[config.mk]
export PLATFORM = sky130hd
export DESIGN_NAME = umesh_router_ctrl
export DESIGN_NICKNAME = d
export VERILOG_FILES = /design/src/hw/umesh_pkg.sv /design/src/hw/apb_pkg.sv /design/src/hw/umesh_cfg_regs.sv /design/src/hw/umesh_route_classify.sv /design/src/hw/umesh_center_split.sv /design/src/hw/umesh_line_forward.sv /design/src/hw/umesh_route_unit.sv /design/src/hw/umesh_router_ctrl.sv
export SDC_FILE = /design/constraint.sdc
export NUM_CORES = 1
export LEC_CHECK = 0
export BUFFER_PORTS_ARGS = -buffer_cell sky130_fd_sc_hd__clkbuf_2
export CORE_MARGIN = 8
export CORE_UTILIZATION = 40
export CTS_BUF_LIST = sky130_fd_sc_hd__clkbuf_8
export CTS_CLUSTER_SIZE = 25
export DETAILED_ROUTE_END_ITERATION = 10
export GPL_ROUTABILITY_DRIVEN = 0
export SLEW_MARGIN = 20
export SYNTH_ARGS = -nofsm -noshare
export SYNTH_HDL_FRONTEND = slang
export SYNTH_HIERARCHICAL = 1
export SYNTH_SLANG_ARGS = --single-unit
[constraint.sdc]
create_clock -name clk -period 21 [get_ports clk]
set_input_delay 1.05 -clock clk [delete_from_list [all_inputs] [get_ports clk]]
set_output_delay 1.05 -clock clk [all_outputs]
set_load 0.01 [all_outputs]
[src/hw/umesh_pkg.sv]
`default_nettype none

package umesh_pkg;

    localparam int ROW        = 4;   // routers per column
    localparam int ROUTER_NUM = 16;  // 4x4 mesh

    typedef logic [3:0]            node_idx_t;  // router index
    typedef logic [ROUTER_NUM-1:0] dst_mask_t;  // bit n set -> router n is a destination

    // position of the source inside its quadrant, sets the sweep directions
    typedef enum logic [1:0] {
        Q_TR = 2'b00,  // top-down, right-left
        Q_TL = 2'b01,  // top-down, left-right
        Q_BL = 2'b10,  // bottom-up, left-right
        Q_BR = 2'b11   // bottom-up, right-left
    } quadrant_e;

    typedef enum logic [1:0] {
        UNI_CENTER = 2'd0,  // unicast toward the level-2 center
        MULT_COL   = 2'd1,  // multicast down the source column
        MULT_ROW   = 2'd2   // multicast along the row
    } route_state_e;

    typedef struct packed {
        dst_mask_t l1_dst;
        dst_mask_t l2_dst;
        dst_mask_t mult_dst;
        quadrant_e src_pos;
    } route_cfg_t;

    typedef struct packed {
        node_idx_t    next_pos;
        dst_mask_t    doc;       // outgoing destination mask
        route_state_e state;
    } route_res_t;

endpackage

`default_nettype wire

[src/hw/apb_pkg.sv]
`default_nettype none

package apb_pkg;

    typedef struct packed {
        logic        psel;
        logic        penable;
        logic        pwrite;
        logic [7:0]  paddr;
        logic [31:0] pwdata;
    } apb_req_t;

    typedef struct packed {
        logic [31:0] prdata;
        logic        pready;
        logic        pslverr;
    } apb_rsp_t;

    typedef enum logic [7:0] {
        L1_DST   = 8'h00,
        L2_DST   = 8'h04,
        MULT_DST = 8'h08,
        SRC_POS  = 8'h0C,
        RESULT   = 8'h10,  // next_pos and state, read only
        DOC      = 8'h14   // read only
    } reg_addr_e;

endpackage

`default_nettype wire

[src/hw/umesh_cfg_regs.sv]
`timescale 1ns/10ps
`default_nettype none

module umesh_cfg_regs (
    input  logic                  clk,
    input  logic                  rst,
    input  apb_pkg::apb_req_t     apb_req,
    output apb_pkg::apb_rsp_t     apb_rsp,
    output umesh_pkg::route_cfg_t route_cfg,
    input  umesh_pkg::route_res_t route_res
);

    apb_pkg::reg_addr_e addr;
    logic               access;     // second cycle of a transfer
    logic               addr_hit;   // address maps to a register
    logic               read_only;  // RESULT or DOC
    logic [31:0]        rd_data;

    assign addr   = apb_pkg::reg_addr_e'(apb_req.paddr);
    assign access = apb_req.psel && apb_req.penable;

    always_comb begin
        addr_hit  = 1'b1;
        read_only = 1'b0;
        rd_data   = '0;
        case (addr)
            apb_pkg::L1_DST: begin
                rd_data = {16'h0, route_cfg.l1_dst};
            end
            apb_pkg::L2_DST: begin
                rd_data = {16'h0, route_cfg.l2_dst};
            end
            apb_pkg::MULT_DST: begin
                rd_data = {16'h0, route_cfg.mult_dst};
            end
            apb_pkg::SRC_POS: begin
                rd_data = {30'h0, route_cfg.src_pos};
            end
            apb_pkg::RESULT: begin
                read_only = 1'b1;
                rd_data   = {26'h0, route_res.state, route_res.next_pos};
            end
            apb_pkg::DOC: begin
                read_only = 1'b1;
                rd_data   = {16'h0, route_res.doc};
            end
            default: begin
                addr_hit = 1'b0;  // unmapped, reads zero
            end
        endcase
    end

    always_ff @(posedge clk) begin
        if (rst) begin
            route_cfg <= '0;
        end else if (access && apb_req.pwrite) begin
            case (addr)
                apb_pkg::L1_DST:   route_cfg.l1_dst   <= apb_req.pwdata[15:0];
                apb_pkg::L2_DST:   route_cfg.l2_dst   <= apb_req.pwdata[15:0];
                apb_pkg::MULT_DST: route_cfg.mult_dst <= apb_req.pwdata[15:0];
                apb_pkg::SRC_POS: begin
                    route_cfg.src_pos <= umesh_pkg::quadrant_e'(apb_req.pwdata[1:0]);
                end
                default: begin
                    route_cfg <= route_cfg;  // result regs and holes are not writable
                end
            endcase
        end
    end

    // zero wait states, response valid in the access cycle
    assign apb_rsp.prdata  = (access && !apb_req.pwrite) ? rd_data : '0;
    assign apb_rsp.pready  = 1'b1;
    assign apb_rsp.pslverr = access && (!addr_hit || (apb_req.pwrite && read_only));

endmodule

`default_nettype wire

[src/hw/umesh_route_classify.sv]
`timescale 1ns/10ps
`default_nettype none

module umesh_route_classify #(
    parameter int MY_XPOS = 0,
    parameter int MY_YPOS = 0
) (
    input  umesh_pkg::dst_mask_t    l1_dst,
    input  umesh_pkg::dst_mask_t    l2_dst,
    output umesh_pkg::route_state_e state,
    output logic [4:0]              l2_count,
    output umesh_pkg::node_idx_t    l2_left,
    output umesh_pkg::node_idx_t    l2_right
);

    localparam umesh_pkg::node_idx_t SRC =
        umesh_pkg::node_idx_t'(MY_XPOS * umesh_pkg::ROW + MY_YPOS);
    localparam logic [4:0] NODES = 5'(umesh_pkg::ROUTER_NUM);

    logic [4:0] l1_count;

    // population counts and level-2 edges in one sweep
    always_comb begin
        l1_count = '0;
        l2_count = '0;
        l2_left  = '0;
        l2_right = '0;
        for (logic [4:0] i = 5'd0; i < NODES; i++) begin
            l1_count = l1_count + 5'(l1_dst[i[3:0]]);
            l2_count = l2_count + 5'(l2_dst[i[3:0]]);
            if (l2_dst[i[3:0]]) begin
                l2_left = i[3:0];  // upward scan, last hit is the highest
            end
            if (l2_dst[~i[3:0]]) begin
                l2_right = ~i[3:0];  // downward scan, last hit is the lowest
            end
        end
    end

    always_comb begin
        if (l2_count > 5'd1 || (l2_count == 5'd1 && l2_right != SRC)) begin
            state = umesh_pkg::UNI_CENTER;
        end else if (l2_count == 5'd1 && l1_count > 5'd1) begin
            state = umesh_pkg::MULT_COL;  // we are the only level-2 node
        end else begin
            state = umesh_pkg::MULT_ROW;
        end
    end

endmodule

`default_nettype wire

[src/hw/umesh_center_split.sv]
`timescale 1ns/10ps
`default_nettype none

module umesh_center_split #(
    parameter int MY_XPOS = 0,
    parameter int MY_YPOS = 0
) (
    input  umesh_pkg::dst_mask_t l2_dst,
    input  logic [4:0]           l2_count,
    input  umesh_pkg::node_idx_t l2_left,
    input  umesh_pkg::node_idx_t l2_right,
    output umesh_pkg::node_idx_t next_pos
);

    localparam umesh_pkg::node_idx_t SRC =
        umesh_pkg::node_idx_t'(MY_XPOS * umesh_pkg::ROW + MY_YPOS);
    localparam logic [4:0] TWICE_SRC = {SRC, 1'b0};
    localparam logic [4:0] NODES     = 5'(umesh_pkg::ROUTER_NUM);

    logic [4:0]           mid_sum;    // left + right, compared against 2*src
    logic [4:0]           half;
    logic                 send_low;   // source sits below the midpoint
    logic                 send_high;
    umesh_pkg::dst_mask_t low_cut;    // l2 with the lowest half cleared
    umesh_pkg::dst_mask_t high_cut;   // l2 with the highest half cleared
    umesh_pkg::dst_mask_t kept;
    umesh_pkg::node_idx_t kept_low;
    umesh_pkg::node_idx_t kept_high;

    assign mid_sum   = 5'(l2_left) + 5'(l2_right);
    assign half      = l2_count >> 1;
    assign send_low  = TWICE_SRC < mid_sum;
    assign send_high = TWICE_SRC > mid_sum;

    always_comb begin : halve
        logic [4:0] lo_left;
        logic [4:0] hi_left;
        low_cut  = l2_dst;
        high_cut = l2_dst;
        lo_left  = half;
        hi_left  = half;
        for (logic [4:0] i = 5'd0; i < NODES; i++) begin
            if (l2_dst[i[3:0]] && lo_left != 5'd0) begin
                low_cut[i[3:0]] = 1'b0;
                lo_left         = lo_left - 5'd1;
            end
            if (l2_dst[~i[3:0]] && hi_left != 5'd0) begin
                high_cut[~i[3:0]] = 1'b0;
                hi_left           = hi_left - 5'd1;
            end
        end
    end

    // on a tie we keep only the lower half
    always_comb begin
        if (send_low) begin
            kept = low_cut;
        end else if (send_high) begin
            kept = high_cut;
        end else begin
            kept = l2_dst ^ low_cut;
        end
    end

    always_comb begin
        kept_low  = '0;
        kept_high = '0;
        for (logic [4:0] i = 5'd0; i < NODES; i++) begin
            if (kept[i[3:0]]) begin
                kept_high = i[3:0];
            end
            if (kept[~i[3:0]]) begin
                kept_low = ~i[3:0];
            end
        end
    end

    assign next_pos = send_low ? kept_low : kept_high;

endmodule

`default_nettype wire

[src/hw/umesh_line_forward.sv]
`timescale 1ns/10ps
`default_nettype none

module umesh_line_forward #(
    parameter int MY_XPOS = 0,
    parameter int MY_YPOS = 0
) (
    input  umesh_pkg::dst_mask_t    l1_dst,
    input  umesh_pkg::dst_mask_t    mult_dst,
    input  umesh_pkg::quadrant_e    src_pos,
    input  umesh_pkg::route_state_e state,
    output umesh_pkg::node_idx_t    next_pos,
    output umesh_pkg::dst_mask_t    doc
);

    localparam umesh_pkg::node_idx_t SRC =
        umesh_pkg::node_idx_t'(MY_XPOS * umesh_pkg::ROW + MY_YPOS);
    localparam logic [4:0] NODES = 5'(umesh_pkg::ROUTER_NUM);
    localparam logic [4:0] STEP  = 5'(umesh_pkg::ROW);

    logic                 west;      // TR and BR sweep toward lower indices
    logic                 bottom;    // BL and BR search the column downward
    umesh_pkg::dst_mask_t col_doc;
    umesh_pkg::dst_mask_t row_doc;
    umesh_pkg::node_idx_t col_next;
    umesh_pkg::node_idx_t row_next;

    assign west   = (src_pos == umesh_pkg::Q_TR) || (src_pos == umesh_pkg::Q_BR);
    assign bottom = (src_pos == umesh_pkg::Q_BL) || (src_pos == umesh_pkg::Q_BR);

    always_comb begin : col_search
        logic [4:0] idx;
        logic       valid;
        logic       hit;
        col_next = SRC;
        hit      = 1'b0;
        for (logic [4:0] k = 5'd1; k < STEP; k++) begin
            idx   = bottom ? 5'(SRC) - k : 5'(SRC) + k;
            valid = bottom ? (k <= 5'(SRC)) : (idx < NODES);  // out of mesh reads zero
            if (!hit && valid && l1_dst[idx[3:0]]) begin
                col_next = idx[3:0];
                hit      = 1'b1;
            end
        end
    end

    // walk the source's row in steps of ROW, clearing and searching on the quadrant's side
    always_comb begin : row_search
        logic [4:0] off;
        logic [4:0] idx;
        logic       valid;
        logic       hit;
        col_doc      = mult_dst;
        row_doc      = mult_dst;
        row_doc[SRC] = 1'b0;
        row_next     = SRC;
        hit          = 1'b0;
        for (logic [4:0] k = 5'd0; k < NODES / STEP; k++) begin
            off   = k * STEP;
            idx   = west ? 5'(SRC) - off : 5'(SRC) + off;
            valid = west ? (off <= 5'(SRC)) : (idx < NODES);
            if (valid) begin
                col_doc[idx[3:0]] = 1'b0;
                if (!hit && row_doc[idx[3:0]]) begin  // row_doc[SRC] is already clear
                    row_next = idx[3:0];
                    hit      = 1'b1;
                end
            end
        end
    end

    always_comb begin
        case (state)
            umesh_pkg::MULT_COL: begin
                next_pos = col_next;
                doc      = col_doc;
            end
            umesh_pkg::MULT_ROW: begin
                next_pos = row_next;
                doc      = row_doc;
            end
            default: begin
                next_pos = SRC;       // unicast hop comes from the split
                doc      = mult_dst;
            end
        endcase
    end

endmodule

`default_nettype wire

[src/hw/umesh_route_unit.sv]
`timescale 1ns/10ps
`default_nettype none

module umesh_route_unit #(
    parameter int MY_XPOS = 0,
    parameter int MY_YPOS = 0
) (
    input  logic                  clk,
    input  logic                  rst,
    input  umesh_pkg::route_cfg_t route_cfg,
    output umesh_pkg::route_res_t route_res
);

    localparam umesh_pkg::node_idx_t SRC =
        umesh_pkg::node_idx_t'(MY_XPOS * umesh_pkg::ROW + MY_YPOS);

    umesh_pkg::route_state_e state;
    logic [4:0]              l2_count;
    umesh_pkg::node_idx_t    l2_left;
    umesh_pkg::node_idx_t    l2_right;
    umesh_pkg::node_idx_t    split_next;
    umesh_pkg::node_idx_t    line_next;
    umesh_pkg::dst_mask_t    line_doc;

    umesh_route_classify #(.MY_XPOS(MY_XPOS), .MY_YPOS(MY_YPOS)) route_classify_i (
        .l1_dst   (route_cfg.l1_dst),
        .l2_dst   (route_cfg.l2_dst),
        .state    (state),
        .l2_count (l2_count),
        .l2_left  (l2_left),
        .l2_right (l2_right)
    );

    umesh_center_split #(.MY_XPOS(MY_XPOS), .MY_YPOS(MY_YPOS)) center_split_i (
        .l2_dst   (route_cfg.l2_dst),
        .l2_count (l2_count),
        .l2_left  (l2_left),
        .l2_right (l2_right),
        .next_pos (split_next)
    );

    umesh_line_forward #(.MY_XPOS(MY_XPOS), .MY_YPOS(MY_YPOS)) line_forward_i (
        .l1_dst   (route_cfg.l1_dst),
        .mult_dst (route_cfg.mult_dst),
        .src_pos  (route_cfg.src_pos),
        .state    (state),
        .next_pos (line_next),
        .doc      (line_doc)
    );

    always_ff @(posedge clk) begin
        if (rst) begin
            route_res.next_pos <= SRC;  // nowhere to go yet
            route_res.doc      <= '0;
            route_res.state    <= umesh_pkg::MULT_ROW;
        end else begin
            route_res.next_pos <= (state == umesh_pkg::UNI_CENTER) ? split_next : line_next;
            route_res.doc      <= line_doc;
            route_res.state    <= state;
        end
    end

endmodule

`default_nettype wire

[src/hw/umesh_router_ctrl.sv]
`timescale 1ns/10ps
`default_nettype none

// one router's decision engine behind an APB slave port
module umesh_router_ctrl #(
    parameter int MY_XPOS = 0,  // column of this router, 0..3
    parameter int MY_YPOS = 0   // row of this router, 0..3
) (
    input  logic              clk,
    input  logic              rst,
    input  apb_pkg::apb_req_t apb_req,
    output apb_pkg::apb_rsp_t apb_rsp
);

    umesh_pkg::route_cfg_t route_cfg;  // masks and quadrant from the host
    umesh_pkg::route_res_t route_res;  // registered decision for readback

    umesh_cfg_regs cfg_regs_i (
        .clk       (clk),
        .rst       (rst),
        .apb_req   (apb_req),
        .apb_rsp   (apb_rsp),
        .route_cfg (route_cfg),
        .route_res (route_res)
    );

    umesh_route_unit #(
        .MY_XPOS (MY_XPOS),
        .MY_YPOS (MY_YPOS)
    ) route_unit_i (
        .clk       (clk),
        .rst       (rst),
        .route_cfg (route_cfg),
        .route_res (route_res)
    );

endmodule

`default_nettype wire

==> run metrics <==
outcome=completed; endpoints failing hold=0; Reg2Reg Depth=89; Largest delay share family, worst path=adder cells; max cap viols=0; period utilization=93.4%; DPL Wire Length=17.6 mm; DR pass1 iterations=5; top-count cell post-synth=nand2_1; Data required, critical path=21.27 ns; core area=20800 um^2; final std cells w/o fill=1384; # IOs=79; Multi-input gate area=6360 um^2; reg2reg setup slack=1.39 ns; Hold Worst Slack=0.466 ns; pin count of the biggest net entering global routing=73; worst path buffer plus inverter count=14; layout cells sized above 1=18.2%; CTS clk-pin slew, worst paths=0.07 ns; register area=1440 um^2; CTS tree=yes; FILL cells=2148; Final nets=1205; Vias/cell=5.65; Worst Setup End Kind=flop; Routed Antenna Nets=0; pwr dens=30.0 nW/um^2; Worst setup endpoint=route_unit_i/route_res[19]; crit path DAT=19.88 ns; Distinct cells, synth=116; Avg WL per Cell=16.7 um; Layout Skew=0.0101 ns; peak supply drop=0.0545 mV; Synth Instances=1066; total track usage=17.3%; die width=161 um; vias in the first global route=7554; post-synthesis sequential area ratio=17.2%; Final setup viols=0; R2R Path Start=cfg_regs_i/route_cfg[19]; cell with the most instances on the worst path=ha_1; Cells after DPL=1366; initial antenna violation count=0; leading area contributor after synthesis=dfxtp_1; Syn-to-layout area delta=8.80%; critical path peak fanout=6; Antenna diodes=0; Synth top area share=17.2%; Yosys reg bits=72; Synth Flop Type=dfxtp_1; row count=53; Crit Path Class=reg -> reg; Max-slew headroom=23.9%; Final min period=19.61 ns; Avg Inst Size Synth=7.88 um^2; Final Routed Wirelength=23.1 mm; worst skew pair latency=0.36 ns; CP Launch Type=flop; Worst Tran Pin Value=1.13 ns; Initial Util=40.3%; CTS Buf Count=9; synth top area cells=dfxtp_1 17%, nand2_1 6.3%, ha_1 5.2%; Post-Syn Area=8400 um^2; Post-synth ARST share=0%; fin. max-slew vios=0; Worst Setup SP=cfg_regs_i/route_cfg[19]; # H-tree levels=3; worst r2r dst=route_unit_i/route_res[19]; die height=161 um; CP max stage cell=fa_1; Port Buffer Count=45; Root Driver=clkbuf_8; clk buf depth=2; DRT iter0 DRCs=677; vias post-DR=7825; P_leak=3.55 nW; Post-synth EDFFs=0; max incr delay on CP=0.51 ns; global route overflow=0; commonest cells in the synthesized netlist=142 x nand2_1, 79 x nor2_1, 78 x inv_1, 74 x a21oi_1, 72 x dfxtp_1; DRC=0; Fmax=0.0510 GHz; die area=25900 um^2; first-pass GRT wire length=37.7 mm; synthesis warning total=6; Hold WC Path Type=reg -> reg; Critical Path Stages=89; clock sinks=72
-- report_power, final --
part	internal (mW)	switching, mW
Sequential	0.136	0.0000405
Clock	0.0687	0.0525
Combinational	0.00479	0.0116
-- layout by cell type, fill, tap and decap left out, types with 21 or more instances in the layout --
| cell | instances |
|---|---|
| inv_1 | 81 |
| a21oi_1 | 74 |
| mux2_2 | 22 |
| fa_1 | 21 |
| mux2i_1 | 37 |
| nor2_1 | 79 |
| clkbuf_2 | 45 |
| nand2_1 | 142 |
| nor2b_1 | 29 |
| buf_4 | 33 |
| ha_1 | 34 |
| o21ai_0 | 42 |
| dfxtp_1 | 72 |
| nand3_1 | 24 |
-- worst min-delay path by stage --
stage                                   startpoint  slack, ns                  endpoint  depth (start not counted)
final                     cfg_regs_i/route_cfg[49]       0.47  cfg_regs_i/route_cfg[49]                          2
after global routing       cfg_regs_i/route_cfg[8]       0.49   cfg_regs_i/route_cfg[8]                          2
after CTS                  cfg_regs_i/route_cfg[3]       0.47   cfg_regs_i/route_cfg[3]                          2
after detailed placement   cfg_regs_i/route_cfg[3]       0.46   cfg_regs_i/route_cfg[3]                          2
after global placement     cfg_regs_i/route_cfg[2]       0.45   cfg_regs_i/route_cfg[2]                          2
after floorplan            cfg_regs_i/route_cfg[2]       0.44   cfg_regs_i/route_cfg[2]                          2
-- cell families (layout without fill, tap and decap cells) --
family / after synthesis / after routing / share of synthesized area (%)
other cells: 2 / 17 / 0.0894
fa+ha+maj: 57 / 57 / 10.3
simple gates: 408 / 408 / 25.7
mux: 69 / 69 / 9.58
flops: 72 / 72 / 17.2
buf+inv: 148 / 176 / 8.55
xor+xnor: 29 / 29 / 3.20
compound gates: 281 / 281 / 25.4
-- worst min-delay path, cell delays in order, from the launching register on --
cell,delay [ns]
dfxtp_1,0.32
nand2_1,0.05
a21oi_1,0.05
-- routing by layer --
layer  share of wire (%)  global-route usage (%)  wire length, um  vias to the layer above
li1                    -                       -                -                     3866
met1                  47                    22.8            10900                     3769
met2                  47                    29.5            10900                      167
met3                 3.9                    1.89              907                       23
met4                 1.4                    4.42              334                        0
met5                   0                       0                0                        -
-- metrics by stage --
stage	utilization, %	setup slack [ns]	total power [mW]	instance area (um^2)	TNS [ns]
floorplan	-	2.09	0.152	8460	0
finish	43.9	1.39	0.274	9140	0
global route	43.9	-0.0293	0.282	9140	-0.0347
global placement	42.5	0.969	0.156	8850	0
detailed placement	42.5	0.883	0.156	8850	0
CTS	43.5	0.745	0.275	9060	0
-- registers in the layout, indices dropped and copies added, names as in the netlist --
register,cells
cfg_regs_i/route_cfg,50
route_unit_i/route_res,22
-- repair_timing --
item,in CTS,in global routing
buffers inserted,0,2
setup endpoints to repair,0,4
endpoints found under the hold margin,0,0
hold buffers,0,0
resized for setup,0,12
-- cell type report --
type / instances / share of cell area, %
timing repair buffer: 78 / 5.17
clock buffer: 10 / 1.51
tap: 275 / 3.76
inverter: 82 / 3.37
clock inverter: 6 / 0.835
multi-input combinational: 861 / 69.6
sequential: 72 / 15.8
Note: power is estimated with default switching activity, not from simulation.
